[src/logic/ppc_pkg.sv]
`default_nettype none

package ppc_pkg;

    localparam int RS_ID_WIDTH = 6;

    // Big-endian bit numbering as in the PowerPC books
    typedef logic [0:31] word_t;
    typedef logic [0:4] reg_addr_t;
    typedef logic [0:RS_ID_WIDTH-1] rs_id_t;
    typedef logic [0:5] opcode_t;
    typedef logic [0:9] ext_opcode_t;

    // Primary opcodes
    localparam opcode_t OPC_ADDI = 6'd14;
    localparam opcode_t OPC_ORI = 6'd24;
    localparam opcode_t OPC_XORI = 6'd26;
    localparam opcode_t OPC_EXT = 6'd31;

    // Extended opcodes under primary opcode 31
    localparam ext_opcode_t XO_ADD = 10'd266;
    localparam ext_opcode_t XO_SUBF = 10'd40;
    localparam ext_opcode_t XO_AND = 10'd28;
    localparam ext_opcode_t XO_OR = 10'd444;
    localparam ext_opcode_t XO_XOR = 10'd316;

    typedef enum logic [1:0] {
        UNIT_NONE,
        UNIT_ADD_SUB,
        UNIT_LOG
    } unit_e;

    typedef enum logic [2:0] {
        OP_ADD,
        OP_SUBF,
        OP_AND,
        OP_OR,
        OP_XOR
    } fx_op_e;

    typedef struct packed {
        unit_e unit;
        fx_op_e op;
        reg_addr_t op1_addr;
        reg_addr_t op2_addr;
        reg_addr_t result_addr;
        logic op2_use_imm;
        logic op1_is_zero;
        word_t immediate;
    } decode_t;

    // rs_id names the producer while valid is low
    typedef struct packed {
        word_t value;
        logic valid;
        rs_id_t rs_id;
    } operand_t;

    typedef struct packed {
        logic valid;
        rs_id_t rs_id;
        reg_addr_t result_addr;
        word_t value;
    } result_bus_t;

    typedef struct packed {
        rs_id_t rs_id;
        reg_addr_t result_addr;
        word_t value;
    } unit_result_t;

endpackage

`default_nettype wire

[src/logic/dispatcher.sv]
`timescale 1ns/1ps
`default_nettype none

module dispatcher
    import ppc_pkg::*;
(
    input wire logic decode_valid,
    output logic decode_ready,
    input wire decode_t decode,

    output logic add_sub_valid,
    input wire logic add_sub_ready,
    input wire rs_id_t add_sub_id,

    output logic log_valid,
    input wire logic log_ready,
    input wire rs_id_t log_id,

    output logic gpr_update_enable,
    output reg_addr_t gpr_update_addr,
    output rs_id_t gpr_update_rs_id
);

    assign gpr_update_addr = decode.result_addr;

    always_comb begin
        add_sub_valid = 1'b0;
        log_valid = 1'b0;
        // Unsupported words are simply dropped
        decode_ready = 1'b1;
        gpr_update_enable = 1'b0;
        gpr_update_rs_id = add_sub_id;
        case (decode.unit)
            UNIT_ADD_SUB: begin
                decode_ready = add_sub_ready;
                add_sub_valid = decode_valid & add_sub_ready;
                gpr_update_enable = decode_valid & add_sub_ready;
            end
            UNIT_LOG: begin
                decode_ready = log_ready;
                log_valid = decode_valid & log_ready;
                gpr_update_enable = decode_valid & log_ready;
                gpr_update_rs_id = log_id;
            end
            default: ;
        endcase
    end

endmodule

`default_nettype wire

[config.mk]
export PLATFORM = sky130hd
export DESIGN_NAME = dispatcher
export DESIGN_NICKNAME = d
export VERILOG_FILES = /design/src/logic/ppc_pkg.sv /design/src/logic/dispatcher.sv
export SDC_FILE = /design/constraint.sdc
export NUM_CORES = 1
export LEC_CHECK = 0
export ABC_AREA = 0
export CAP_MARGIN = 25
export CORE_AREA = 4 4 41 43
export DETAILED_ROUTE_END_ITERATION = 16
export DIE_AREA = 0 0 45 47
export DONT_BUFFER_PORTS = 1
export GPL_ROUTABILITY_DRIVEN = 0
export SLEW_MARGIN = 20
export SYNTH_ARGS = -nofsm -noshare
export SYNTH_HDL_FRONTEND = slang
export SYNTH_SLANG_ARGS = --single-unit
[constraint.sdc]
create_clock -name vclk -period 2.15
set_clock_uncertainty 0.15 [all_clocks]
set_input_delay 0.43 -clock vclk [all_inputs]
set_output_delay 0.43 -clock vclk [all_outputs]
set_load 0.01 [all_outputs]
==> flow_metrics.tcl <==
set metrics [dict create \
    relSlewSlack_pct 74.9 \
    antenna_found_initial 0 \
    rsz0062_at_grt "no" \
    cts_hold_buf 0 \
    cap_violations 0 \
    p_int_w 0.0000186 \
    viasPerCell 4.58 \
    post_cts_buffers 0 \
    clockPowerShare_pct 0 \
    crit_arrival_ps 1210 \
    fin_crit_sh_pct 83.4 \
    regArea_um2 0 \
    min-delay-start "decode[35]" \
    yosys_warnings 0 \
    syn_nets 94 \
    num_vias 142 \
    dieArea_um2 2120 \
    worstPathCellList "inv_1, ha_1, mux2_4" \
    drt_pass1_iterations 2 \
    grt_max_degree 7 \
    fmax_mhz 557 \
    ir_drop_v 0.0000402 \
    synth_top_cell_by_area "mux2_4" \
    crit_type "in -> out" \
    drive_gt1_share_pct 37.5 \
    die_h_um 47 \
    initial_core_util_pct 16.7 \
    critPathMaxFanout 6 \
    cp.required_ps 1570 \
    status "complete, no violations" \
    p_comb_share_pct 100.0 \
    crit_buf_inv 1 \
    area_growth_pct -13.8 \
    crit_family "adder cells" \
    critPathLaunch "decode[52]" \
    coreArea_um2 1300 \
    drtAntennaViolNets 0 \
    hold_viol 0 \
    design.seq.count 0 \
    p_sw_w 0.0000162 \
    fill_cells 154 \
    ys_seq_area_share_pct 0 \
    grt-ovfl-total 0 \
    rows 13 \
    totalWireLength_um 412 \
    powerDensity_nw_per_um2 186 \
    tns_ps 0 \
    fin_nets 90 \
    ctsResizeCount 0 \
    hp-class "in -> out" \
    die_w_um 45 \
    ys_top_cells_by_area "mux2_4 41%, buf_4 17%, ha_1 17%, and3_1 5.7%, buf_6 5.2%" \
    crit_slowest_cell "ha_1" \
    synth_top_area_share_pct 41.4 \
    portBuffers 0 \
    syn_area_um2 218 \
    leakage_nw 0.0964 \
    clockBufferCount 0 \
    cp-end-kind "output port" \
    wl_per_cell_um 13.3 \
    diodes 0 \
    p_sw_share_pct 46.5 \
    placed_cells 31 \
    synth.distinct_cells 9 \
    ioPinCount 84 \
    seqPwrFrac_pct 0 \
    multi_input_area_um2 161 \
    tightest_slew_ps 376 \
    setup_viol 0 \
    grt_usage_pct 3.23 \
    max_stage_delay_ps 370 \
    maxSlewViolCount 0 \
    cp-start-kind "input pin" \
    first_global_vias 140 \
    grt_pass1_wl_um 524 \
    drc 0 \
    synth_cells 22 \
    fin_cells 31 \
    synth.avg_cell_area_um2 9.90 \
    drtIter0Drc 2 \
    post-route-min-period_ps 1790 \
]
-- synthesized netlist by cell type --
cell / number
a22oi_1: 1
nor3b_1: 1
inv_1: 2
nand2b_1: 1
ha_1: 3
buf_6: 1
buf_4: 5
mux2_4: 6
and3_1: 2
-- power by group through the flow --
stage               clock network, W  logic [W]  registers [W]
finish                             0  0.0000349              0
detailed placement                 0  0.0000355              0
global route                       0  0.0000385              0
global placement                   0  0.0000354              0
floorplan                          0  0.0000442              0
CTS                                0  0.0000356              0
-- cell usage in the layout (no fill, tap or decap) --
| cell type | count |
|---|---|
| mux2_4 | 6 |
| ha_1 | 3 |
| and3_1 | 2 |
| inv_1 | 2 |
| a22oi_1 | 1 |
| nor3b_1 | 1 |
| nand2b_1 | 1 |
-- layer usage --
| metal | vias to the layer above | global-route usage [%] | wire, um |
|---|---|---|---|
| li1 | 58 | - | - |
| met3 | 4 | 1.15 | 153 |
| met4 | 0 | 1.75 | 10 |
| met1 | 56 | 3.15 | 110 |
| met2 | 24 | 5.93 | 137 |
| met5 | - | 0 | 0 |
-- stage by stage --
step | cell area, um^2 | util (%) | hold slack (ps) | setup slack (ps) | total power, W
detailed placement | 188 | 14.4 | 710 | 337 | 0.0000355
floorplan | 218 | - | 802 | 474 | 0.0000442
CTS | 188 | 14.4 | 710 | 337 | 0.0000356
global placement | 188 | 14.4 | 710 | 340 | 0.0000354
finish | 188 | 14.4 | 710 | 356 | 0.0000349
global route | 188 | 14.4 | 710 | 322 | 0.0000385
-- cells by family (layout without fill, tap and decap cells) --
family | after synthesis | in the layout | share of synthesized area, %
buffers and inverters | 8 | 2 | 25.9
AND/OR/NAND/NOR | 4 | 4 | 12.1
multiplexers | 6 | 6 | 41.4
AO/OA/AOI/OAI | 1 | 1 | 3.45
adder cells (fa/ha/maj) | 3 | 3 | 17.2
-- worst paths after layout --
check | to | slack, ps | cells past startpoint
worst max-delay path | gpr_update_rs_id[5] | 360 | 3
worst min-delay path | gpr_update_addr[1] | 710 | 0
-- area by class of cell --
cell class / instances / share of cell area [%]
tap: 15 / 10.0
multi-input combinational: 14 / 86.0
inverter: 2 / 4.00
Note: power is estimated with default switching activity, not from simulation.
