File: src/logic/ppc_pkg.sv
`default_nettype none

package ppc_pkg;

    localparam int RS_ID_WIDTH = 6;

    // Big-endian bit numbering as in the PowerPC books
    typedef logic [0:31] word_t;
    typedef logic [0:4] reg_addr_t;
    typedef logic [0:RS_ID_WIDTH-1] rs_id_t;
    typedef logic [0:5] opcode_t;
    typedef logic [0:9] ext_opcode_t;

    // Primary opcodes
    localparam opcode_t OPC_ADDI = 6'd14;
    localparam opcode_t OPC_ORI = 6'd24;
    localparam opcode_t OPC_XORI = 6'd26;
    localparam opcode_t OPC_EXT = 6'd31;

    // Extended opcodes under primary opcode 31
    localparam ext_opcode_t XO_ADD = 10'd266;
    localparam ext_opcode_t XO_SUBF = 10'd40;
    localparam ext_opcode_t XO_AND = 10'd28;
    localparam ext_opcode_t XO_OR = 10'd444;
    localparam ext_opcode_t XO_XOR = 10'd316;

    typedef enum logic [1:0] {
        UNIT_NONE,
        UNIT_ADD_SUB,
        UNIT_LOG
    } unit_e;

    typedef enum logic [2:0] {
        OP_ADD,
        OP_SUBF,
        OP_AND,
        OP_OR,
        OP_XOR
    } fx_op_e;

    typedef struct packed {
        unit_e unit;
        fx_op_e op;
        reg_addr_t op1_addr;
        reg_addr_t op2_addr;
        reg_addr_t result_addr;
        logic op2_use_imm;
        logic op1_is_zero;
        word_t immediate;
    } decode_t;

    // rs_id names the producer while valid is low
    typedef struct packed {
        word_t value;
        logic valid;
        rs_id_t rs_id;
    } operand_t;

    typedef struct packed {
        logic valid;
        rs_id_t rs_id;
        reg_addr_t result_addr;
        word_t value;
    } result_bus_t;

    typedef struct packed {
        rs_id_t rs_id;
        reg_addr_t result_addr;
        word_t value;
    } unit_result_t;

endpackage

`default_nettype wire

File: src/logic/gp_reg_file.sv
`timescale 1ns/1ps
`default_nettype none

module gp_reg_file
    import ppc_pkg::*;
(
    input wire logic clk,
    input wire logic rst_n,

    input wire reg_addr_t read_addr_a,
    input wire reg_addr_t read_addr_b,
    output operand_t read_a,
    output operand_t read_b,

    input wire logic update_enable,
    input wire reg_addr_t update_addr,
    input wire rs_id_t update_rs_id,

    input wire result_bus_t result
);

    word_t value [32];
    logic [31:0] valid;
    rs_id_t tag [32];

    // Same-cycle bus write is forwarded to the reader
    function automatic operand_t read_port(reg_addr_t addr);
        operand_t o;
        o.value = value[addr];
        o.valid = valid[addr];
        o.rs_id = tag[addr];
        if (!o.valid && result.valid && result.result_addr == addr
                && result.rs_id == o.rs_id) begin
            o.value = result.value;
            o.valid = 1'b1;
        end
        return o;
    endfunction

    always_comb begin
        read_a = read_port(read_addr_a);
        read_b = read_port(read_addr_b);
    end

    always_ff @(posedge clk or negedge rst_n) begin
        if (!rst_n) begin
            for (int i = 0; i < 32; i++) begin
                value[i] <= '0;
                valid[i] <= 1'b1;
                tag[i] <= '0;
            end
        end else begin
            // Only the producer the register still waits for may write it
            if (result.valid && tag[result.result_addr] == result.rs_id) begin
                value[result.result_addr] <= result.value;
                valid[result.result_addr] <= 1'b1;
            end
            // Later assignment, so a new tag beats a bus write
            if (update_enable) begin
                valid[update_addr] <= 1'b0;
                tag[update_addr] <= update_rs_id;
            end
        end
    end

endmodule

`default_nettype wire

File: config.mk
export PLATFORM = sky130hd
export DESIGN_NAME = gp_reg_file
export DESIGN_NICKNAME = d
export VERILOG_FILES = /design/src/logic/ppc_pkg.sv /design/src/logic/gp_reg_file.sv
export SDC_FILE = /design/constraint.sdc
export NUM_CORES = 2
export LEC_CHECK = 0
export BUFFER_PORTS_ARGS = -buffer_cell sky130_fd_sc_hd__buf_2
export CORE_ASPECT_RATIO = 0.6
export CORE_MARGIN = 2
export CORE_UTILIZATION = 64
export CTS_CLUSTER_DIAMETER = 200
export CTS_CLUSTER_SIZE = 14
export DETAILED_ROUTE_END_ITERATION = 10
export GPL_TIMING_DRIVEN = 0
export PLACE_DENSITY = 0.81
export SLEW_MARGIN = 15
export SYNTH_ARGS = -nofsm -noshare
export SYNTH_HDL_FRONTEND = slang
export SYNTH_SLANG_ARGS = --single-unit
File: constraint.sdc
create_clock -name clk -period 5.45 [get_ports clk]
set_input_delay 0.545 -clock clk [delete_from_list [all_inputs] [get_ports clk]]
set_output_delay 0.545 -clock clk [all_outputs]
set_load 0.02 [all_outputs]
==> impl_metrics.json <==
{
  "status": "finished, violations left",
  "violations": "negative setup slack",
  "crit_arrival_ns": 5.00,
  "setup_ws_ns": -0.0940,
  "maxCapViolCount": 0,
  "dp_hpwl_um": 162000,
  "drtPass1Iterations": 6,
  "synth_seq_cells": 1248,
  "design_area_sq_mm": 0.0748,
  "dpl_cell_area_sq_mm": 0.0718,
  "rsz0062_at_grt": "false",
  "min_period_over_period_pct": 102,
  "numPortBuffers": 128,
  "vias": 46400,
  "clk_latency_ns": 0.75,
  "syn-num-nets": 4312,
  "die_area_sq_mm": 0.110,
  "clock_skew_ns": 0.0349,
  "synth_area_sq_mm": 0.0689,
  "synthTopCellsByArea": "dfrtp_1, mux4_2, mux2_2, clkbuf_1, dfstp_2",
  "synth_top_cell_by_area": "dfrtp_1",
  "synth_cell_type_count": 56,
  "grt_overflow": 0,
  "place_ws_ns": -1.38,
  "place_congestion": 1.05,
  "die-width_um": 428,
  "drt_iter0_markers": 7298,
  "finalWirelength_um": 231000,
  "route.detailed.drc": 0,
  "setup_viol": 20,
  "area_delta_synth_final_pct": 8.45,
  "layout.cells.most_common": "mux2_2",
  "grt_pass1_wl_um": 330000,
  "clock_sinks": 1248,
  "routedWlPerCell_um": 38.9,
  "async_reset_ff_share_pct": 100,
  "path_class": "in -> out",
  "ys.flop_type": "dfrtp_1",
  "slew-limit-headroom_pct": 10.6,
  "final_cell_mix": "mux2_2, dfrtp_1, mux4_2, buf_2, clkbuf_1",
  "finalHoldViolCount": 0,
  "grt_antenna_before_repair": 8,
  "worst_slew_pin_slew_ns": 1.34,
  "start_util_pct": 64.4,
  "end_kind": "output port",
  "seq_area_frac_synth_pct": 45.4,
  "grt_pass1_vias": 45900,
  "ant_nets": 0,
  "leakagePower_nw": 34.7,
  "power.density_mw_per_mm2": 267,
  "synth_top_area_share_pct": 44.1,
  "cp_max_fo": 10,
  "track_usage_pct": 42.5,
  "syn_inst": 4244,
  "htree_levels": 3,
  "critPathRequiredTime_ns": 4.91,
  "rows": 93,
  "grt_max_degree": 147,
  "yosysWarnings": 0,
  "cts_root_buffer": "clkbuf_16",
  "period_minus_slack_ns": 5.54,
  "via_per_inst": 7.81,
  "die_height_um": 258,
  "avgSynthCellArea_sq_um": 16.2,
  "min_path_type": "in -> reg",
  "cts_buffer_depth": 3,
  "drv_slew": 0,
  "cts_buffers": 99,
  "cts_tree": "yes",
  "drive_gt1_share_pct": 59.6,
  "synth_edf_count": 0,
  "coreArea_sq_mm": 0.107,
  "nNetsFinal": 4562,
  "start_kind": "primary input",
  "vdd_drop_max_v": 0.000230,
  "pin_count": 146,
  "fmax_mhz": 180,
  "timing.hold.ws_ns": 0.107,
  "path_clk_slew_ns": 0.08
}
layer usage:
metal  up-vias  part of all wire [%]  GRT usage, %
li1      17200                     -             -
met2      3783                    41          55.8
met3       690                    16          19.8
met4        14                   4.6          16.7
met5         -                  0.16         0.385
met1     24800                    38          61.5
critical path: stages:
cell and delay [ns]:
clkbuf_1 0.54, clkbuf_2 0.51, buf_1 0.76, clkbuf_2 0.59, clkdlybuf4s15_1 0.80, mux4_2 0.48
mux2_2 0.28, mux2_2 0.28, buf_2 0.16
worst paths after layout:
check	start	endpoint	slack, ns	cells after the start
setup / recovery	read_addr_a[2]	read_a[27]	-0.09	9
hold / removal	update_rs_id[5]	tag[35]	0.11	2
setup reg to reg	tag[3]	value[691]	1.01	9
hold reg to reg	valid[24]	valid[24]	0.48	2
max in group asynchronous	rst_n	value[755]	2.47	5
min in group asynchronous	rst_n	tag[14]	0.35	2
power breakdown:
part / leakage, nW / switching (mW) / internal (mW)
combinational: 16.3 / 1.59 / 1.31
sequential: 17.1 / 0.489 / 9.78
clock: 1.30 / 3.50 / 3.34
total: 34.7 / 5.58 / 14.4
final cells by class:
type | count | area, sq um
Multi-Input combinational cell | 2521 | 35600
Fill cell | 6972 | 32300
Sequential cell | 1248 | 31300
Clock buffer | 120 | 2600
Buffer | 434 | 2210
Tap cell | 1425 | 1780
Timing Repair Buffer | 150 | 1070
Inverter | 40 | 150
Clock inverter | 5 | 73.8
Antenna cell | 5 | 12.5
through the flow:
stage	setup TNS [ns]	power (mW)	util (%)	std cells
global placement	-	13.1	66.7	5797
finish	-0.892	20.0	69.8	5948
floorplan	0	12.1	-	4244
global route	0	20.5	69.8	5947
detailed placement	-85.80	13.2	67.1	5814
CTS	0	19.9	69.8	5942
Yosys cell counts, types with 8 or more instances:
cell / number
nand2_2: 24
inv_1: 37
nand2_4: 8
a21oi_1: 21
mux2_2: 1324
nand4_1: 10
xor2_1: 12
mux2_1: 29
nand3_1: 10
mux2i_1: 73
dfstp_2: 32
a21boi_0: 17
buf_6: 27
buf_2: 107
clkbuf_1: 247
nand2_1: 30
xnor2_1: 15
dfrtp_1: 1216
a22oi_1: 41
buf_1: 53
nor3b_1: 9
mux4_2: 773
nor2_1: 30
o22ai_1: 16
logic make-up (layout without fill, tap and decap cells):
family,Yosys count,count (layout),synth area share [%]
buf+inv,475,749,3.08
mux,2199,2199,48.4
xor+xnor,27,27,0.343
simple gates,167,167,1.49
other cells,0,5,0
compound gates,128,128,1.31
flops,1248,1248,45.4
repair_timing:
action	in CTS	in global routing
gates cloned	0	0
setup endpoints to repair	66	63
hold endpoints to repair	128	0
pin swaps	2	0
hold buffers	1	0
resized for setup	81	28
setup buffers	3	0
flip-flops by register name (all words and copies together), names as in the netlist:
register and flops:
value 1024, tag 192, valid 32
(Power assumes the default switching activity.)
