===== config.mk =====
export PLATFORM = sky130hd
export DESIGN_NAME = write_back_arbiter
export DESIGN_NICKNAME = d
export VERILOG_FILES = /design/src/logic/ppc_pkg.sv /design/src/logic/write_back_arbiter.sv
export SDC_FILE = /design/constraint.sdc
export NUM_CORES = 1
export LEC_CHECK = 0
export ABC_CLOCK_PERIOD_IN_PS = 1600
export BUFFER_PORTS_ARGS = -buffer_cell sky130_fd_sc_hd__clkbuf_2
export CAP_MARGIN = 5
export CORE_MARGIN = 1.5
export CORE_UTILIZATION = 30
export DETAILED_ROUTE_END_ITERATION = 6
export PLACE_DENSITY = 0.95
export SYNTH_ARGS = -nofsm -noshare
export SYNTH_HDL_FRONTEND = slang
export SYNTH_SLANG_ARGS = --single-unit

===== constraint.sdc =====
create_clock -name vclk -period 1.6
set_input_delay 0.32 -clock vclk [all_inputs]
set_output_delay 0.32 -clock vclk [all_outputs]
set_load 0.1 [all_outputs]

===== src/logic/ppc_pkg.sv =====
`default_nettype none

package ppc_pkg;

    localparam int RS_ID_WIDTH = 6;

    // Big-endian bit numbering as in the PowerPC books
    typedef logic [0:31] word_t;
    typedef logic [0:4] reg_addr_t;
    typedef logic [0:RS_ID_WIDTH-1] rs_id_t;
    typedef logic [0:5] opcode_t;
    typedef logic [0:9] ext_opcode_t;

    // Primary opcodes
    localparam opcode_t OPC_ADDI = 6'd14;
    localparam opcode_t OPC_ORI = 6'd24;
    localparam opcode_t OPC_XORI = 6'd26;
    localparam opcode_t OPC_EXT = 6'd31;

    // Extended opcodes under primary opcode 31
    localparam ext_opcode_t XO_ADD = 10'd266;
    localparam ext_opcode_t XO_SUBF = 10'd40;
    localparam ext_opcode_t XO_AND = 10'd28;
    localparam ext_opcode_t XO_OR = 10'd444;
    localparam ext_opcode_t XO_XOR = 10'd316;

    typedef enum logic [1:0] {
        UNIT_NONE,
        UNIT_ADD_SUB,
        UNIT_LOG
    } unit_e;

    typedef enum logic [2:0] {
        OP_ADD,
        OP_SUBF,
        OP_AND,
        OP_OR,
        OP_XOR
    } fx_op_e;

    typedef struct packed {
        unit_e unit;
        fx_op_e op;
        reg_addr_t op1_addr;
        reg_addr_t op2_addr;
        reg_addr_t result_addr;
        logic op2_use_imm;
        logic op1_is_zero;
        word_t immediate;
    } decode_t;

    // rs_id names the producer while valid is low
    typedef struct packed {
        word_t value;
        logic valid;
        rs_id_t rs_id;
    } operand_t;

    typedef struct packed {
        logic valid;
        rs_id_t rs_id;
        reg_addr_t result_addr;
        word_t value;
    } result_bus_t;

    typedef struct packed {
        rs_id_t rs_id;
        reg_addr_t result_addr;
        word_t value;
    } unit_result_t;

endpackage

`default_nettype wire


===== src/logic/write_back_arbiter.sv =====
`timescale 1ns/1ps
`default_nettype none

module write_back_arbiter
    import ppc_pkg::*;
(
    input wire logic add_sub_valid,
    output logic add_sub_ready,
    input wire unit_result_t add_sub_in,

    input wire logic log_valid,
    output logic log_ready,
    input wire unit_result_t log_in,

    output result_bus_t result
);

    unit_result_t granted;

    // Fixed priority with add/sub first
    assign add_sub_ready = add_sub_valid;
    assign log_ready = log_valid & ~add_sub_valid;
    assign granted = add_sub_valid ? add_sub_in : log_in;

    always_comb begin
        result.valid = add_sub_valid | log_valid;
        result.rs_id = granted.rs_id;
        result.result_addr = granted.result_addr;
        result.value = granted.value;
    end

endmodule

`default_nettype wire


==> results of run 1 <==
[Yosys cell counts, drive strengths merged]
cell,count,area share
mux2,43,0.85
buf,6,0.13
nor2b,1,0.0085
or2,1,0.0085
[logic make-up (layout without fill, tap and decap cells)]
logic type | after synthesis | count (layout) | share of synthesized area
muxes | 43 | 43 | 0.8492
buffers and inverters | 6 | 137 | 0.1339
and+or+nand+nor | 2 | 2 | 0.01696
[cell type report]
class                           instances  area, um2
Multi-Input combinational cell         45      646.9
Timing Repair Buffer                  137       1426
Tap cell                               28      35.03
Fill cell                              79      167.7
[timing repair]
action | 4_1_cts | 5_1_grt
hold endpoints to repair | 0 | 0
endpoints found under the setup margin | 0 | 13
resized for setup | 0 | 1
[power by group]
part	total (W)	internal, W	switching (W)	leakage (nW)
Combinational	0.00140	0.000555	0.000846	1.17
Clock	0	0	0	0
Sequential	0	0	0	0
[metrics by stage]
step	area [um2]	power [W]	hold WS [ns]	utilization	worst slack (ns)
4_1_cts	2083	0.001398	1.024	0.9153	0.01212
3_3_place_gp	2083	0.001369	1.003	0.9153	0.05903
5_1_grt	2108	0.001430	1.029	0.9263	0.007712
6_report	2108	0.001401	1.025	0.9263	0.03773
2_1_floorplan	745.7	0.0008744	0.8443	-	0.1602
3_5_place_dp	2083	0.001395	1.023	0.9153	0.01245
[worst paths after layout]
kind	from	endpoint	slack, ns	cells after the start
worst max-delay path	add_sub_valid	result[40]	0.04	4
worst min-delay path	add_sub_in[23]	result[23]	1.02	3
[tightest hold or removal path: stages]
cell	delay, ns
clkbuf_2	0.07
mux2_4	0.14
buf_12	0.16
[placed cells by master (no fill, tap or decap)]
cell,n
buf_12,48
buf_2,1
clkbuf_16,1
clkbuf_2,87
mux2_2,5
mux2_4,38
nor2b_4,1
or2_2,1
[per-layer routing]
metal | global-route usage | routed length [um]
met2 | 0.5646 | 2151
met3 | 0.06286 | 359
met5 | 0 | 0
met4 | 0.1111 | 144
met1 | 0.1734 | 1030
==> impl_results.md, run 1 <==
- Seq_cells: 0
- Setup Viol. Count Final: 0
- Routed Wire Length: 3685 um
- Core Rows: 17
- Area Growth Syn to Fin: 185.6%
- Max Cap Viol: 0
- Peak VDD IR: 499.9 uV
- Dpl hpwl: around 3300 um
- Pins Over Slew Limit: 0
- PwrDens: around 660 nW/um2
- Die area: 2767 um2
- TritonRoute pass-1 iters: 4
- Slowest-stage cell, CP: mux2_2
- Storage cell area: 0 um2
- First-pass GRT wire length: 4954 um
- GPL Wtd Cong: roughly 0.78
- Iter 0 DRT Violations: 10
- Die X: between 50 and 60 um
- Post-Layout Cell Count: 210
- Setup bufs post-CTS: 0
- Layout cells sized above 1: 1.000
- Critical path's most frequent cell: buf_12
- Crit Path Category: primary input to output port
- PortBufs: 134
- Leakage: 1.170 nW
- Delay-heaviest family, CP: buffers and inverters
- Minimum clock period: approximately 1.6 ns
- Layout clock buffers: 0
- Avg Inst Size Synth: 14.47 um2
- Crit path DAT: 1.24 ns
- WL per Instance: 17.55 um
- Largest net degree at the start of global routing: 31
- CP max stage delay: approximately 0.37 ns
- Post-synthesis sequential area ratio: 0
- Core area: 2276 um2
- Min-delay worst type: primary input to output port
- Final count of hold timing violations: 0
- Synthesized area: 738.2 um2
- Setup tns final: 0 ns
- N_diodes: 0
- Starting Density: 0.3244
- Die H: 52.61 um
- Final period util: 0.9764
- Via/cell ratio: 4.776
- GRT Overall Usage: 0.2482
- Worst setup SP type: primary input
- Worst-path fanout max: 16
- Placed insts: 209
- Synth Warn #: 0
- Worst Max-Slew Pin Slew: ~0.17 ns
- Antenna-violating nets left: 0
- Unrepaired setup endpoints after global routing: no
- Post-Synthesis Cells: 51
- Initial antenna violation count: 0
- Vias in the first global route: 1078
- Post-Syn Nets: 139
- Max Fclk: around 640 MHz
- Critical path buffers and inverters: 3
- Global route total overflow: 0
- Relative slew slack: 0.8870
- Worst setup EP type: output port
- CTS hold repair buffers: 0
- I/O Pins: ~130
- Routed via count: 1003
- Post-route DRC: 0
- Fin nets: 272
- Critical Path RT: 1.28 ns
- Status: finished, final reports clean
- Worst path cell trace: buf_2 > buf_12 > mux2_2 > buf_12
- Count of cell types in the netlist: 7
(Power assumes the default switching activity.)
==> run 2, diff against run 1 <==
CELL_PAD_IN_SITES_DETAIL_PLACEMENT = 1   (was not set)
CELL_PAD_IN_SITES_GLOBAL_PLACEMENT = 2   (was not set)
CORE_UTILIZATION = 13   (was 30)
==> run 2 against run 1 <==
Flip-flop and latch count stayed put. Final cell count is 21% higher. First-iteration DRC count is 10% lower. Critical path type unchanged. Via count is 2.7% lower. Wire length is 2.7% lower. Non-clock buffer count stayed put. Power is 0.92% lower. Die area is 120% higher. Largest power group unchanged. Critical path depth stayed put.
==> impl_results.md, run 2 (synthesis gave the netlist of run 1 again) <==
- Starting Density: 0.1341 (-0.1903)
- Largest net degree at the start of global routing: 22 (-29%)
- Commonest non-fill, non-tap cells in the layout: clkbuf_2, buf_12, mux2_4
- PortBufs: 134 (unchanged)
- PwrDens: 646.3 nW/um2 (-2.8%)
- Core area: 5507 um2 (+140%)
- Busiest metal layer after global routing: met2
- Hold Path Sink: log_ready
- I/O Pins: 134 (unchanged)
- Met3 Use GR: 0.02674 (-0.03611)
- GPL Wtd Cong: 0.7152 (-7.8%)
- Layout cells sized above 1: 1.000 (unchanged)
- Relative slew slack: 0.8885 (+0.001533)
- WL per Instance: 14.11 um (-20%)
- GR met1 Demand/Resource: 0.1110 (-0.06237)
- Fin nets: 272 (unchanged)
- Die area: 6140 um2 (+120%)
- TritonRoute pass-1 iters: 3 (-1)
- Worst path cell trace: clkbuf_4 > buf_12 > mux2_4 > buf_12
- Setup bufs post-CTS: 0 (unchanged)
- Vias in the first global route: 1125 (+4.4%)
- Pins Over Slew Limit: 0 (unchanged)
- CP max stage delay: 0.34 ns (-0.03 ns)
- Critical Path RT: 1.28 ns (about the same)
- Via/cell ratio: 3.843 (-20%)
- Max Fclk: 648.9 MHz (+1.4%)
- Storage cell area: 0 um2 (unchanged)
- Worst-path fanout max: 21 (+5)
- N_diodes: 0 (unchanged)
- Routed via count: 976 (-2.7%)
- Minimum clock period: 1.541 ns (-0.02116 ns)
- Area Growth Syn to Fin: 191.0%
- Commonest non-fill, non-tap cell in the layout: clkbuf_2
- Routed Wire Length: 3585 um (-2.7%)
- Global route total overflow: 0 (unchanged)
- Hold Path Depth: 3 (unchanged)
- First-pass GRT wire length: 5568 um (+12%)
- Critical path's most frequent cell: buf_12
- Unrepaired setup endpoints after global routing: no
- Worst setup EP type: output port
- Die H: 78.36 um (+49%)
- Crit Path Category: primary input to output port
- Peak VDD IR: 227.4 uV (-55%)
- Antenna-violating nets left: 0 (unchanged)
- Layout clock buffers: 0 (unchanged)
- Status: finished, final reports clean
- GR Util met2: 0.2409 (-0.3237)
- Crit path DAT: 1.22 ns (-0.02 ns)
- Die X: 78.36 um (+49%)
- Placed insts: 254 (+22%)
- Worst setup SP type: primary input
- Hold Crit Start: log_valid
- Post-Layout Cell Count: 254 (+21%)
- Final hold slack: 1.010 ns (-0.01445 ns)
- Slowest-stage cell, CP: mux2_4
- Iter 0 DRT Violations: 9 (-1)
- Dpl hpwl: 3440 um (+4.1%)
- Final count of hold timing violations: 0 (unchanged)
- Min-delay worst type: primary input to output port
- Filler cell count: 613 (+680%)
- Max Cap Viol: 0 (unchanged)
- GRT Overall Usage: 0.1116 (-0.1366)
- Final period util: 0.9632 (-0.01322)
- Initial antenna violation count: 0 (unchanged)
- Worst Max-Slew Pin Slew: 0.1673 ns (-0.002300 ns)
- Core Rows: 27 (+10)
- Seq_cells: 0 (unchanged)
- Post-route DRC: 0 (unchanged)
- Leakage: 1.163 nW (-0.59%)
- Setup Viol. Count Final: 0 (unchanged)
run 2: report_power, final:
part	switching, W	internal, W	total (W)
Sequential	0	0	0
Combinational	0.000837	0.000551	0.00139
Clock	0	0	0
Total	0.000837	0.000551	0.00139
run 2: how the worst max path moves through the flow:
| stage | start | endpoint | depth (start not counted) |
|---|---|---|---|
| after floorplan | add_sub_valid | result[43] | 3 |
| after global placement | add_sub_valid | result[6] | 4 |
| after detailed placement | add_sub_valid | result[23] | 4 |
| after CTS | add_sub_valid | result[23] | 4 |
| after global routing | add_sub_valid | result[6] | 4 |
| final | add_sub_valid | result[6] | 4 |
run 2: final cells by class:
type | count | area [um2] | share of cell area
well taps | 72 | 90.09 | 0.04193
multi-input cells | 45 | 646.9 | 0.3011
repair buffers | 137 | 1411 | 0.6570
run 2: worst max-delay path, delay by kind of cell:
kind / cells / cell delay [ns]
buffers and inverters: 3 / 0.55
multiplexers: 1 / 0.34
run 2: stage by stage:
stage	utilization	cell area [um2]	worst slack, ns	power [W]	TNS [ns]
2_1_floorplan	-	745.7	0.1602	0.0008744	0
3_3_place_gp	0.3897	2146	0.01601	0.001380	0
3_5_place_dp	0.3897	2146	-0.0006642	0.001397	-0.0007411
4_1_cts	0.3901	2148	0.04776	0.001401	0
5_1_grt	0.3901	2148	0.02999	0.001425	0
6_report	0.3901	2148	0.05889	0.001388	0
run 2: what timing repair did:
action,CTS,global route
hold buffers,0,0
hold endpoints to repair,0,0
resized for setup,1,0
endpoints found under the setup margin,2,0
run 2: per-layer routing:
metal,wire length (um),vias to the layer above
met5,0,-
met4,0,0
met3,348,0
met2,2060,79
met1,1177,445
li1,-,452
==> run 3, diff against run 2 <==
PLACE_DENSITY = 0.93   (was 0.95)
==> run 3 against run 2 <==
Global-route usage down 0.34 points. Non-clock buffer count unchanged. Flip-flop and latch count unchanged. Critical path type unchanged. Critical endpoint is now result[3].
==> impl_results.md, run 3 (synthesis gave the netlist of run 1 again) <==
- Combinational Power Share: 1.000 (about the same)
- First-pass GRT wire length: 5313 um (-4.6%)
- Critical Path RT: 1.28 ns (about the same)
- Starting Density: 0.1341 (unchanged)
- Routed Wire Length: 3595 um (+0.28%)
- Post-Layout Cell Count: 254 (unchanged)
- PostCTS Resize Cnt: 1 (unchanged)
- Psw: 0.0008422 W (+0.63%)
- Layout clock buffers: 0 (unchanged)
- Global route total overflow: 0 (unchanged)
- Dpl hpwl: 3516 um (+2.2%)
- Flop pwr share: 0 (unchanged)
- Minimum clock period: 1.543 ns (+0.001744 ns)
- Crit path DAT: 1.22 ns (about the same)
- Pins Over Slew Limit: 0 (unchanged)
- Storage cell area: 0 um2 (unchanged)
- Final hold slack: 1.010 ns (-0.0005200 ns)
- Worst Max-Slew Pin Slew: 0.1684 ns (+0.001131 ns)
- Post-route DRC: 0 (unchanged)
- Min-delay worst type: primary input to output port
- Relative slew slack: 0.8877 (about the same)
- Commonest non-fill, non-tap cell in the layout: clkbuf_2
- Initial antenna violation count: 0 (unchanged)
- Seq_cells: 0 (unchanged)
- PwrDens: 648.8 nW/um2 (+0.39%)
- Final count of hold timing violations: 0 (unchanged)
- Vias in the first global route: 1036 (-7.9%)
- Core area: 5507 um2 (unchanged)
- Sw Share: 0.6042 (+0.001406)
- Largest net degree at the start of global routing: 22 (unchanged)
- Unrepaired setup endpoints after global routing: no
- TritonRoute pass-1 iters: 3 (unchanged)
- Core Rows: 27 (unchanged)
- Leakage: 1.163 nW (unchanged)
- Max Fclk: 648.1 MHz (-0.11%)
- Final period util: 0.9643 (+0.001090)
- Crit path to: result[3]
- Worst setup SP type: primary input
- Worst setup path startpoint: add_sub_valid
- Iter 0 DRT Violations: 4 (-5)
- Antenna-violating nets left: 0 (unchanged)
- Routed via count: 973 (-0.31%)
- WL per Instance: 14.15 um (+0.28%)
- Peak VDD IR: 218.0 uV (-4.1%)
- Fin nets: 272 (unchanged)
- Placed insts: 254 (unchanged)
- Max Cap Viol: 0 (unchanged)
- I/O Pins: 134 (unchanged)
- Setup bufs post-CTS: 0 (unchanged)
- Area Growth Syn to Fin: 191.0% (unchanged)
- Worst-path fanout max: 21 (unchanged)
- Die X: 78.36 um (unchanged)
- Commonest non-fill, non-tap cells in the layout: clkbuf_2, buf_12, mux2_4
- GPL Wtd Cong: 0.7055 (-1.4%)
- Setup Viol. Count Final: 0 (unchanged)
- GRT Overall Usage: 0.1082 (-0.003390)
- Via/cell ratio: 3.831 (-0.31%)
- Total Power: 0.001394 W (+0.39%)
- N_diodes: 0 (unchanged)
- Layout cells sized above 1: 1.000 (unchanged)
- Filler cell count: 597 (-2.6%)
- Crit Path Category: primary input to output port
- Status: finished, final reports clean
- Clk pwr share: 0 (unchanged)
- P_int: 0.0005517 W (about the same)
- Die area: 6140 um2 (unchanged)
- Worst setup EP type: output port
- Die H: 78.36 um (unchanged)
- PortBufs: 134 (unchanged)
- CTS hold repair buffers: 0 (unchanged)
-- run 3: cell counts in the layout (fill, tap and decap cells not counted) --
No cell type changed its count.
-- run 3: per-layer routing --
metal,share of wire,vias up,track usage,wire length (um)
met4,0.0045,0,0.005357,16
met5,0,-,0,0
met1,0.32,436,0.1055,1133
li1,-,454,-,-
met3,0.11,2,0.02674,386
met2,0.57,81,0.2330,2058
-- run 3: worst min path at each step --
stage                          from   endpoint  slack, ns  cells past startpoint
after floorplan           log_valid  log_ready       0.84                      1
after global placement    log_valid  log_ready       1.01                      3
after detailed placement  log_valid  log_ready       1.01                      3
after CTS                 log_valid  log_ready       1.01                      3
after global routing      log_valid  log_ready       1.02                      3
final                     log_valid  log_ready       1.01                      3
-- run 3: power by group through the flow --
stage | Clock, W | Sequential (W) | Combinational [W]
detailed placement | 0 | 0 | 0.00140
global placement | 0 | 0 | 0.00139
CTS | 0 | 0 | 0.00141
finish | 0 | 0 | 0.00139
global route | 0 | 0 | 0.00143
floorplan | 0 | 0 | 0.000874
-- run 3: critical path: stages --
cell	delay, ns
clkbuf_4	0.17
buf_12	0.21
mux2_4	0.34
buf_12	0.17
-- run 3: layout make-up --
| cell class | instances | area [um2] | share of cell area |
|---|---|---|---|
| tap | 72 | 90.09 | 0.04193 |
| multi-input combinational | 45 | 646.9 | 0.3011 |
| timing repair buffer | 137 | 1411 | 0.6570 |
-- run 3: per-stage QoR --
step / cell area [um2] / utilization / setup WS, ns / setup TNS [ns]
2_1_floorplan: 745.7 / - / 0.1602 / 0
3_3_place_gp: 2146 / 0.3897 / 0.03152 / 0
3_5_place_dp: 2146 / 0.3897 / -0.007134 / -0.04370
4_1_cts: 2148 / 0.3901 / 0.04566 / 0
5_1_grt: 2148 / 0.3901 / 0.03420 / 0
6_report: 2148 / 0.3901 / 0.05715 / 0
