--- src/logic/ppc_pkg.sv ---
`default_nettype none

package ppc_pkg;

    localparam int RS_ID_WIDTH = 6;

    // Big-endian bit numbering as in the PowerPC books
    typedef logic [0:31] word_t;
    typedef logic [0:4] reg_addr_t;
    typedef logic [0:RS_ID_WIDTH-1] rs_id_t;
    typedef logic [0:5] opcode_t;
    typedef logic [0:9] ext_opcode_t;

    // Primary opcodes
    localparam opcode_t OPC_ADDI = 6'd14;
    localparam opcode_t OPC_ORI = 6'd24;
    localparam opcode_t OPC_XORI = 6'd26;
    localparam opcode_t OPC_EXT = 6'd31;

    // Extended opcodes under primary opcode 31
    localparam ext_opcode_t XO_ADD = 10'd266;
    localparam ext_opcode_t XO_SUBF = 10'd40;
    localparam ext_opcode_t XO_AND = 10'd28;
    localparam ext_opcode_t XO_OR = 10'd444;
    localparam ext_opcode_t XO_XOR = 10'd316;

    typedef enum logic [1:0] {
        UNIT_NONE,
        UNIT_ADD_SUB,
        UNIT_LOG
    } unit_e;

    typedef enum logic [2:0] {
        OP_ADD,
        OP_SUBF,
        OP_AND,
        OP_OR,
        OP_XOR
    } fx_op_e;

    typedef struct packed {
        unit_e unit;
        fx_op_e op;
        reg_addr_t op1_addr;
        reg_addr_t op2_addr;
        reg_addr_t result_addr;
        logic op2_use_imm;
        logic op1_is_zero;
        word_t immediate;
    } decode_t;

    // rs_id names the producer while valid is low
    typedef struct packed {
        word_t value;
        logic valid;
        rs_id_t rs_id;
    } operand_t;

    typedef struct packed {
        logic valid;
        rs_id_t rs_id;
        reg_addr_t result_addr;
        word_t value;
    } result_bus_t;

    typedef struct packed {
        rs_id_t rs_id;
        reg_addr_t result_addr;
        word_t value;
    } unit_result_t;

endpackage

`default_nettype wire

--- src/logic/instr_decode.sv ---
`timescale 1ns/1ps
`default_nettype none

module instr_decode
    import ppc_pkg::*;
(
    input wire logic clk,
    input wire logic rst_n,

    input wire logic instruction_valid,
    output logic instruction_ready,
    input wire word_t instruction,

    output logic decode_valid,
    input wire logic decode_ready,
    output decode_t decode
);

    opcode_t opcode;
    ext_opcode_t ext_opcode;
    reg_addr_t rt;
    reg_addr_t ra;
    reg_addr_t rb;
    decode_t decode_d;

    assign opcode = instruction[0:5];
    assign rt = instruction[6:10];
    assign ra = instruction[11:15];
    assign rb = instruction[16:20];
    assign ext_opcode = instruction[21:30];

    always_comb begin
        decode_d = '0;
        decode_d.unit = UNIT_NONE;
        decode_d.op = OP_ADD;
        // Logical forms take RS in bits 6:10 and write RA
        decode_d.op1_addr = rt;
        decode_d.op2_addr = rb;
        decode_d.result_addr = ra;
        decode_d.immediate = {16'h0000, instruction[16:31]};
        case (opcode)
            OPC_ADDI: begin
                decode_d.unit = UNIT_ADD_SUB;
                decode_d.op1_addr = ra;
                decode_d.result_addr = rt;
                decode_d.op2_use_imm = 1'b1;
                decode_d.op1_is_zero = (ra == 5'd0);
                decode_d.immediate = {{16{instruction[16]}}, instruction[16:31]};
            end
            OPC_ORI: begin
                decode_d.unit = UNIT_LOG;
                decode_d.op = OP_OR;
                decode_d.op2_use_imm = 1'b1;
            end
            OPC_XORI: begin
                decode_d.unit = UNIT_LOG;
                decode_d.op = OP_XOR;
                decode_d.op2_use_imm = 1'b1;
            end
            OPC_EXT: begin
                // OE sits in bit 21 of XO-form and is ignored
                if ({1'b0, ext_opcode[1:9]} == XO_ADD || {1'b0, ext_opcode[1:9]} == XO_SUBF) begin
                    decode_d.unit = UNIT_ADD_SUB;
                    decode_d.op = ({1'b0, ext_opcode[1:9]} == XO_SUBF) ? OP_SUBF : OP_ADD;
                    decode_d.op1_addr = ra;
                    decode_d.result_addr = rt;
                end else if (ext_opcode == XO_AND) begin
                    decode_d.unit = UNIT_LOG;
                    decode_d.op = OP_AND;
                end else if (ext_opcode == XO_OR) begin
                    decode_d.unit = UNIT_LOG;
                    decode_d.op = OP_OR;
                end else if (ext_opcode == XO_XOR) begin
                    decode_d.unit = UNIT_LOG;
                    decode_d.op = OP_XOR;
                end
            end
            default: ;
        endcase
    end

    assign instruction_ready = ~decode_valid | decode_ready;

    always_ff @(posedge clk or negedge rst_n) begin
        if (!rst_n) begin
            decode_valid <= 1'b0;
        end else if (instruction_ready) begin
            decode_valid <= instruction_valid;
        end
    end

    always_ff @(posedge clk) begin
        if (instruction_valid && instruction_ready) begin
            decode <= decode_d;
        end
    end

endmodule

`default_nettype wire

--- config.mk ---
export PLATFORM = sky130hd
export DESIGN_NAME = instr_decode
export DESIGN_NICKNAME = d
export VERILOG_FILES = /design/src/logic/ppc_pkg.sv /design/src/logic/instr_decode.sv
export SDC_FILE = /design/constraint.sdc
export NUM_CORES = 1
export LEC_CHECK = 0
export ABC_AREA = 1
export BUFFER_PORTS_ARGS = -buffer_cell sky130_fd_sc_hd__clkbuf_2
export CORE_MARGIN = 5
export CORE_UTILIZATION = 44
export DETAILED_ROUTE_END_ITERATION = 16
export PLACE_DENSITY = 0.79
export SLEW_MARGIN = 20
export SYNTH_ARGS = -nofsm -noshare
export SYNTH_HDL_FRONTEND = slang
export SYNTH_SLANG_ARGS = --single-unit
--- constraint.sdc ---
create_clock -name clk -period 3.05 [get_ports clk]
set_clock_uncertainty 0.05 [all_clocks]
set_input_delay 0.61 -clock clk [delete_from_list [all_inputs] [get_ports clk]]
set_output_delay 0.61 -clock clk [all_outputs]
set_load 0.01 [all_outputs]
==> summary.txt, run 1 <==
Run status
  • Status: finished, final reports clean

Die
  • Starting Density: 45.3%
  • Io pins: 92
  • Die Wd: 71.4 µm
  • Core area: 3660 µm²
  • Die area: 5100 µm²
  • Die H: 71.4 µm
  • FP Rows: 22

Final layout
  • Commonest non-fill, non-tap cells in the layout: clkbuf_2 (91), nand2_1 (34), edfxtp_1 (34), nand3_1 (18), inv_1 (15)
  • Antenna diodes: 0
  • Area Overhead vs Synth: 27.4%
  • Layout cells sized above 1: 47.2%
  • Nets: 268
  • Most common cell after layout, fill and taps aside: clkbuf_2

Clock tree
  • Clock Latency Late Sink: 0.28 ns
  • CTS Hold Bufs: 0
  • TritonCTS clock tree: yes
  • Post-CTS Setup Inserts: 0
  • Clock Tree Buf Depth: 2
  • Post-CTS Resized: 0
  • H-tree depth: 2
  • Clk slew on worst S/H paths: 0.07 ns
  • Inserted Clock Buffers: 5
  • CTS sink cnt: 35
  • Clk root buf: clkbuf_8

Global route
  • First-pass GRT wire length: 5350 µm
  • GRT overflow: 0
  • Vias in the first global route: 1,229
  • GRT Overall Usage: 13.6%
  • Initial antenna violation count: 0
  • Largest net degree at the start of global routing: 17

Synth
  • Share of the synthesized area in the top cell type: 61.5%
  • Syn_area_per_cell: 10.7 µm²
  • Compound-Gate Fraction of Synth Area: 1.21%
  • Synth Area in XOR/XNOR: 0%
  • #FFs+latches synth: 35
  • Register area share after synthesis: 63.0%
  • Yosys cell types: 19
  • Synthesized instance count: 155
  • Mux cell area share after synthesis: 0%
  • Syn_nets: 191
  • Largest family of logic cells by synthesized area: simple AND/OR/NAND/NOR gates
  • Netlist Area Pre-Place: 1660 µm²
  • Post-synth top area cell: edfxtp_1
  • Synth Area in Adders: 0%
  • Ys Warns: 0
  • Ranking of synthesized cells by area: edfxtp_1 (62%), buf_4 (9.0%), nand2_1 (7.7%)
  • Synth Area in Simple Gates: 21.8%

Setup path
  • Crit path kind: flop to output pin
  • Worst-path cell chain: clkbuf_2
  • Worst EP arrival: 1.06 ns
  • Critical Path Fanout Max: 16
  • CP peak stage delay: 0.57 ns
  • Worst Setup End Kind: output pin
  • Slowest CP cell: edfxtp_1
  • Worst Setup SP: decode[16]
  • Worst R2R Start: decode_valid
  • Startpoint types: flop
  • Family with the most delay on the worst path: flip-flops
  • FF-to-FF End: decode[37]
  • Critical Path RT: 2.39 ns
  • R2r setup slk: 1.53 ns
  • Bufs and invs on worst path: 1
  • Worst R2R Path Depth: 2

Routing
  • DR top layer: met4
  • DR iter-0 viols: 42
  • M1 WL: 1200 µm
  • DR vias/cell: 4.64
  • Met3 wire length: 330 µm
  • WL met2: 1770 µm
  • Post-route DRC: 0
  • Via count: 1,303
  • Final ANT Viol Nets: 0
  • Pre-Repair DR Iteration Count: 4
  • DRT Wirelength: 3360 µm
  • Avg WL per Cell: 12.0 µm

STA
  • Final number of setup-violating endpoints: 0
  • RSZ-0062 raised after global routing: false
  • Relative max-transition margin: 67.4%
  • TNS Setup: 0 ns
  • Max Clk Rate: 0.581 GHz
  • Crit share post-route: 56.4%
  • Max-slew violations: 0
  • Fin crit period: 1.72 ns
  • Endpoints failing hold: 0
  • Worst hold margin: 0.0397 ns
  • Worst-Margin Slew: 0.488 ns

Power and ir drop
  • PD cells: 476 nW/µm²
  • Lkg Pwr: 0.00106 µW
  • Worst VDD drop: 249 µV

Worst hold path
  • Hold WC Path Type: input port to asynchronous set/reset pin

Placement
  • Port Buf Inserts: 91
  • Detailed Place HPWL: 2780 µm
  • Gp weighted congestion: 0.740

Job
  • Max-Cap Viols: 0
==> how the worst max path moves through the flow <==
stage / end / slack [ns] / cells after the start
2_1_floorplan: decode[0] / 0.24 / 2
3_3_place_gp: decode[44] / 1.19 / 8
3_5_place_dp: decode[44] / 1.16 / 8
4_1_cts: decode[20] / 1.30 / 1
5_1_grt: decode[20] / 1.24 / 1
6_report: decode[20] / 1.33 / 1
==> synthesized netlist by cell type, drive strengths merged <==
library cell and instances:
nand2 36, edfxtp 34, buf 23, nand3 20, inv 16, nor2 16, o21ai 3, nand4 2
nor3b 2, a21oi 1, dfrtp 1, nor4 1
==> layer usage <==
layer | vias up | global-route usage, %
met5 | - | 0
met4 | 0 | 6.26
met1 | 585 | 14.1
met2 | 60 | 24.8
met3 | 7 | 4.07
li1 | 651 | -
==> logic make-up (layout without fill, tap and decap cells) <==
kind of cell           after synthesis  in the layout
buffers and inverters               39            117
flip-flops                          35             35
AO/OA/AOI/OAI                        4              4
AND/OR/NAND/NOR                     77             77
==> stage by stage <==
step                cell area, µm²  std cells  util [%]  total power, µW  setup slack, ns
floorplan                     1660        155         -              647            0.238
global placement              2030        273      55.4              704             1.19
detailed placement            2030        273      55.4              708             1.16
CTS                           2110        281      57.7             1020             1.30
global route                  2110        281      57.7             1060             1.24
finish                        2110        281      57.7             1010             1.33
==> cell type report <==
type | instances | area [µm²]
clock buffer | 5 | 68.8
clock inverter | 3 | 15.0
fill | 324 | 1550
inverter | 16 | 60.1
multi-input combinational | 81 | 393
sequential | 35 | 1050
tap | 48 | 60.1
timing repair buffer | 93 | 470
==> state kept, by name, indices dropped and copies added, names as in the netlist <==
signal and count:
decode 34, decode_valid 1
==> power breakdown <==
group	internal, µW	switching (µW)
combinational	52.3	75.2
sequential	558	9.88
clock	156	156
(Power assumes the default switching activity.)
==> run 2, diff against run 1 <==
Clock period 3.05 ns to 1.75 ns, I/O delays scaled along.
==> run 2 against run 1 <==
Sequential cell count is the same. First-iteration DRC count rose by 110%. Setup slack got worse by 1.0 ns. Sequential share of layout area is 0.72 points lower. Combinational power increased by 77%. Non-clock buffer count stayed put. Die area stayed put. Clock power up 110%. Register-to-register slack worse by 0.96 ns. Total power rose by 84%. Wire length increased by 0.42%. Global-route usage grew 0.24 points. Critical path type unchanged. Highest routed layer unchanged.
==> summary.txt, run 2 (synthesis gave the netlist of run 1 again) <==
Final layout
  • # fillers: 323
  • Area of the multi-input gates: 393 µm²
  • Commonest non-fill, non-tap cells in the layout: clkbuf_2 (91), nand2_1 (34), edfxtp_1 (34), nand3_1 (18), inv_1 (15)
  • Area Overhead vs Synth: 29.3%
  • Antenna diodes: 0
  • Layout cells sized above 1: 46.4%
  • Top Registers: decode x34, decode_valid x1
  • Nets: 268
  • Max reg flops: 34
  • Most common cell after layout, fill and taps aside: clkbuf_2
  • Post-route cell area: 2140 µm²
  • Post-Layout Cell Count: 281
  • FF/Latch Area: 1050 µm²
  • Reg with most FFs: decode

STA
  • TNS Setup: 0 ns
  • Fin crit period: 1.46 ns
  • Final number of setup-violating endpoints: 0
  • Relative max-transition margin: 74.7%
  • RSZ-0062 raised after global routing: false
  • Crit share post-route: 83.4%
  • Max-slew violations: 0
  • Endpoints failing hold: 0
  • Worst-Margin Slew: 0.378 ns
  • Worst Slack Setup Final: 0.291 ns
  • Max Clk Rate: 0.685 GHz

Setup path
  • Crit path kind: flop to output pin
  • Slowest CP cell: edfxtp_1
  • Worst Setup End Kind: output pin
  • Worst-path cell chain: clkbuf_2
  • Startpoint types: flop
  • Worst EP arrival: 1.06 ns
  • CP peak stage delay: 0.57 ns
  • Critical Path RT: 1.35 ns
  • Bufs and invs on worst path: 1
  • Critical Path Fanout Max: 16
  • Family with the most delay on the worst path: flip-flops

Routing
  • DR iter-0 viols: 89
  • DR vias/cell: 4.67
  • Via count: 1,311
  • Final ANT Viol Nets: 0
  • Pre-Repair DR Iteration Count: 4
  • Post-route DRC: 0
  • DRT Wirelength: 3380 µm
  • Avg WL per Cell: 12.0 µm

Die
  • Die Wd: 71.4 µm
  • Io pins: 92
  • Die H: 71.4 µm
  • FP Rows: 22
  • Die area: 5100 µm²
  • Starting Density: 45.3%
  • Core area: 3660 µm²

Clock tree
  • CTS sink cnt: 35
  • Clock Latency Late Sink: 0.28 ns
  • Inserted Clock Buffers: 5
  • TritonCTS clock tree: yes
  • H-tree depth: 2
  • Clk root buf: clkbuf_8
  • Clk slew on worst S/H paths: 0.07 ns
  • Clock Tree Buf Depth: 2

Run status
  • Status: finished, final reports clean

Power and ir drop
  • Lkg Pwr: 0.00107 µW
  • PD cells: 864 nW/µm²
  • Worst VDD drop: 433 µV

Global route
  • Largest net degree at the start of global routing: 35
  • First-pass GRT wire length: 5390 µm
  • GRT overflow: 0
  • Initial antenna violation count: 0
  • GRT Overall Usage: 13.8%
  • Vias in the first global route: 1,203

Worst hold path
  • Hold WC Path Type: input port to flop

Placement
  • Detailed Place HPWL: 2680 µm
  • Dpl cells: 272
  • Port Buf Inserts: 91
  • Dpl ws: 0.0950 ns
  • Gp weighted congestion: 0.756
  • Post-placement cell area: 2030 µm²

Job
  • Max-Cap Viols: 0
[run 2: changes by cell type in the layout (fill, tap and decap cells not counted)]
cell	delta
clkinv_2	-3
buf_4	-2
clkbuf_8	+2
buf_12	+1
clkbuf_1	+1
dlygate4sd3_1	+1
[run 2: layout make-up]
| type | instances | share of cell area [%] |
|---|---|---|
| multi-input cells | 81 | 18.3 |
| repair buffers | 93 | 22.6 |
| flip-flops and latches | 35 | 48.8 |
| well taps | 48 | 2.80 |
| clock buffers | 8 | 4.67 |
| inverters | 16 | 2.80 |
[run 2: report_power, final]
group,internal [µW],switching (µW)
sequential,972,17.1
clock,359,279
combinational,94.8,132
total,1430,428
[run 2: final timing paths]
path,from,slack [ns],to,depth (start not counted)
min,instruction[14],0.19,decode[42],1
max,decode[16],0.29,decode[31],1
max in group asynchronous,rst_n,1.24,decode_valid,2
max reg2reg,decode_valid,0.57,decode[34],2
min in group asynchronous,rst_n,0.32,decode_valid,2
min reg2reg,decode_valid,0.55,decode_valid,2
[run 2: per-stage QoR]
stage	util, %	hold slack (ns)	total power (µW)
final	58.6	0.188	1850
after global routing	58.6	0.174	1930
after CTS	58.6	0.180	1870
after detailed placement	55.6	0.0802	1240
after global placement	55.6	0.0753	1230
after floorplan	-	0.00441	1130
[run 2: timing repair]
item | in CTS | in global routing
hold buffers | 1 | 0
gates resized for setup | 0 | 0
hold endpoints to repair | 1 | 0
setup buffers | 0 | 0
[run 2: layer usage]
| metal | vias to the layer above | part of all wire (%) | track usage (%) |
|---|---|---|---|
| li1 | 650 | - | - |
| met1 | 594 | 35 | 14.9 |
| met2 | 58 | 52 | 23.6 |
| met3 | 9 | 9.8 | 3.93 |
| met4 | 0 | 2.9 | 8.77 |
| met5 | - | 0 | 0 |
==> run 3, diff against run 2 <==
Settings changed: ABC_AREA 1 to 0, CORE_UTILIZATION 44 to 39, PLACE_DENSITY 0.79 to 0.75.
Clock period 1.75 ns to 1.3 ns, I/O delays scaled along.
==> run 3 against run 2 <==
The run now ends with setup timing left. Register-to-register slack got worse by 0.47 ns. First-iteration DRC count shrank 42%. Wire length grew 8.7%. Sequential power grew 34%. Critical path depth is 5 higher. Non-clock buffer count is 18 higher. Via count down 11%. Clock power rose by 20%. Critical path type is now input port to flop. Highest routed layer unchanged.
==> summary.txt, run 3 <==
Synth
  • Share of the synthesized area in the top cell type: 63.8%
  • Netlist Area Pre-Place: 1600 µm²
  • Syn_nets: 139
  • Register area share after synthesis: 65.4%
  • Ys Warns: 0
  • Syn_area_per_cell: 15.5 µm²
  • Synthesized instance count: 103
  • Post-synth EDFFs: 34
  • Synth cell count leaders: edfxtp_1 (34), buf_4 (20), mux2_4 (9)
  • Post-synth top area cell: edfxtp_1
  • FFs w/ async S/R, synth: 2.86%
  • Predominant post-synthesis flop cell: edfxtp_1
  • Yosys cell types: 27
  • Most frequent cell after synthesis: edfxtp_1
  • #FFs+latches synth: 35
  • Ranking of synthesized cells by area: edfxtp_1 (64%), buf_4 (9.4%), mux2_4 (8.4%)

Job
  • Max-Cap Viols: 0

STA
  • Worst-Margin Slew: 0.287 ns
  • TNS Setup: -4.02 ns
  • Max-slew violations: 0
  • Endpoints failing hold: 0
  • Fin crit period: 1.59 ns
  • Crit share post-route: 122%
  • Worst Slack Setup Final: -0.291 ns
  • Worst hold margin: 0.0962 ns
  • RSZ-0062 raised after global routing: true
  • Final number of setup-violating endpoints: 30
  • Relative max-transition margin: 80.7%
  • Max Clk Rate: 0.629 GHz

Clock tree
  • Inserted Clock Buffers: 5
  • TritonCTS clock tree: yes
  • Clock Latency Late Sink: 0.28 ns
  • Clk slew on worst S/H paths: 0.07 ns
  • Clock Tree Buf Depth: 2
  • Clk root buf: clkbuf_8
  • CTS sink cnt: 35
  • H-tree depth: 2

Routing
  • DR vias/cell: 4.67
  • DR iter-0 viols: 52
  • Final ANT Viol Nets: 0
  • Pre-Repair DR Iteration Count: 4
  • Avg WL per Cell: 14.6 µm
  • Via count: 1,173
  • Post-route DRC: 0
  • DRT Wirelength: 3670 µm

Power and ir drop
  • PD cells: 1030 nW/µm²
  • Worst VDD drop: 363 µV
  • Lkg Pwr: 0.00109 µW

Global route
  • GRT overflow: 0
  • Initial antenna violation count: 0
  • First-pass GRT wire length: 5460 µm
  • Largest net degree at the start of global routing: 20
  • GRT Overall Usage: 13.3%
  • Vias in the first global route: 1,145

Placement
  • Detailed Place HPWL: 2790 µm
  • Dpl ws: -0.617 ns
  • Dpl cells: 237
  • Post-placement cell area: 2110 µm²
  • Port Buf Inserts: 91
  • Gp weighted congestion: 0.752

Final layout
  • Reg with most FFs: decode
  • Post-route cell area: 2410 µm²
  • Layout cells sized above 1: 69.2%
  • Antenna diodes: 0
  • Nets: 236
  • # fillers: 310
  • Most common cell after layout, fill and taps aside: clkbuf_2
  • Top Registers: decode x34, decode_valid x1
  • Commonest non-fill, non-tap cells in the layout: clkbuf_2 (75), edfxtp_1 (34), buf_6 (21), buf_4 (11), mux2_4 (9)
  • Post-Layout Cell Count: 251
  • Max reg flops: 34
  • Area Overhead vs Synth: 50.4%

Setup path
  • Critical Path Fanout Max: 11
  • Worst EP arrival: 1.58 ns
  • Startpoint types: input port
  • Worst Setup SP: instruction[1]
  • Worst R2R Start: decode_valid
  • Worst Setup End Kind: flop
  • Critical Path RT: 1.29 ns
  • Worst R2R Path Depth: 3
  • Crit path kind: input port to flop

Die
  • Starting Density: 40.0%
  • Core area: 4000 µm²
  • Die Wd: 74.1 µm
  • Die area: 5480 µm²
  • Die H: 74.1 µm
  • Io pins: 92
  • FP Rows: 23

Worst hold path
  • Hold WC Path Type: input port to flop
  • Worst hold path cell count: 1
  • Min-delay src: instruction[11]

Run status
  • Status: complete, but fails checks
  • Failing checks: setup timing
==> run 3: cell count changes in the layout (fill, tap and decap cells not counted), sizes merged, moves of 3 or more <==
cell    change
nand2b      +4
inv        -14
or4         +3
nand3      -20
nor3        +3
mux2       +10
nand2      -30
nor2       -15
clkbuf     -19
buf        +34
==> run 3: path summary, 6_finish.rpt <==
kind,endpoint,slack [ns]
max,decode[34],-0.29
min,decode[39],0.1
max reg2reg,decode[16],0.10
min reg2reg,decode_valid,0.52
max in group asynchronous,decode_valid,0.86
min in group asynchronous,decode_valid,0.24
==> run 3: metrics by stage <==
stage                     util [%]  power, µW
final                         60.2       2480
after global routing          60.2       2570
after CTS                     56.6       2460
after detailed placement      52.6       1690
after global placement        52.6       1680
after floorplan                  -       1510
==> run 3: what timing repair did <==
action                     CTS  global route
hold buffers                 1             0
cloned                       0             1
resized for setup            6            41
buffers inserted             4             0
hold endpoints to repair     1             0
pin swaps                    3             6
setup endpoints to repair   30            29
==> run 3: routing by layer <==
layer,vias to the layer above,track usage (%),share of wire (%)
li1,568,-,-
met1,534,14.9,36
met2,61,23.2,53
met3,10,3.65,8.5
met4,0,6.64,2.5
met5,-,0,0
==> run 3: final cells by class <==
cell class                 instances  area (µm²)  share of cell area, %
sequential                        35        1050                   43.5
timing repair buffer             111         764                   31.8
multi-input combinational         45         438                   18.2
clock buffer                       5        68.8                   2.86
tap                               50        62.6                   2.60
clock inverter                     3        20.0                  0.832
inverter                           2        7.51                  0.312
==> run 3: worst max-delay path, cell delays in order <==
cell and delay [ns]:
buf_6 0.10, or3b_4 0.41, nor4_4 0.19, a31oi_2 0.15, buf_12 0.17, mux2_4 0.29
==> run 3: kinds of logic (layout without fill, tap and decap cells) <==
logic type	after synthesis	after routing	share of synthesized area [%]
flops	35	35	65.4
mux	10	10	9.15
buf+inv	23	121	10.6
compound gates	8	8	3.52
simple gates	27	27	11.4
==> run 3: where the power goes <==
part | internal [µW] | switching (µW)
combinational | 198 | 186
clock | 372 | 394
sequential | 1310 | 19.1
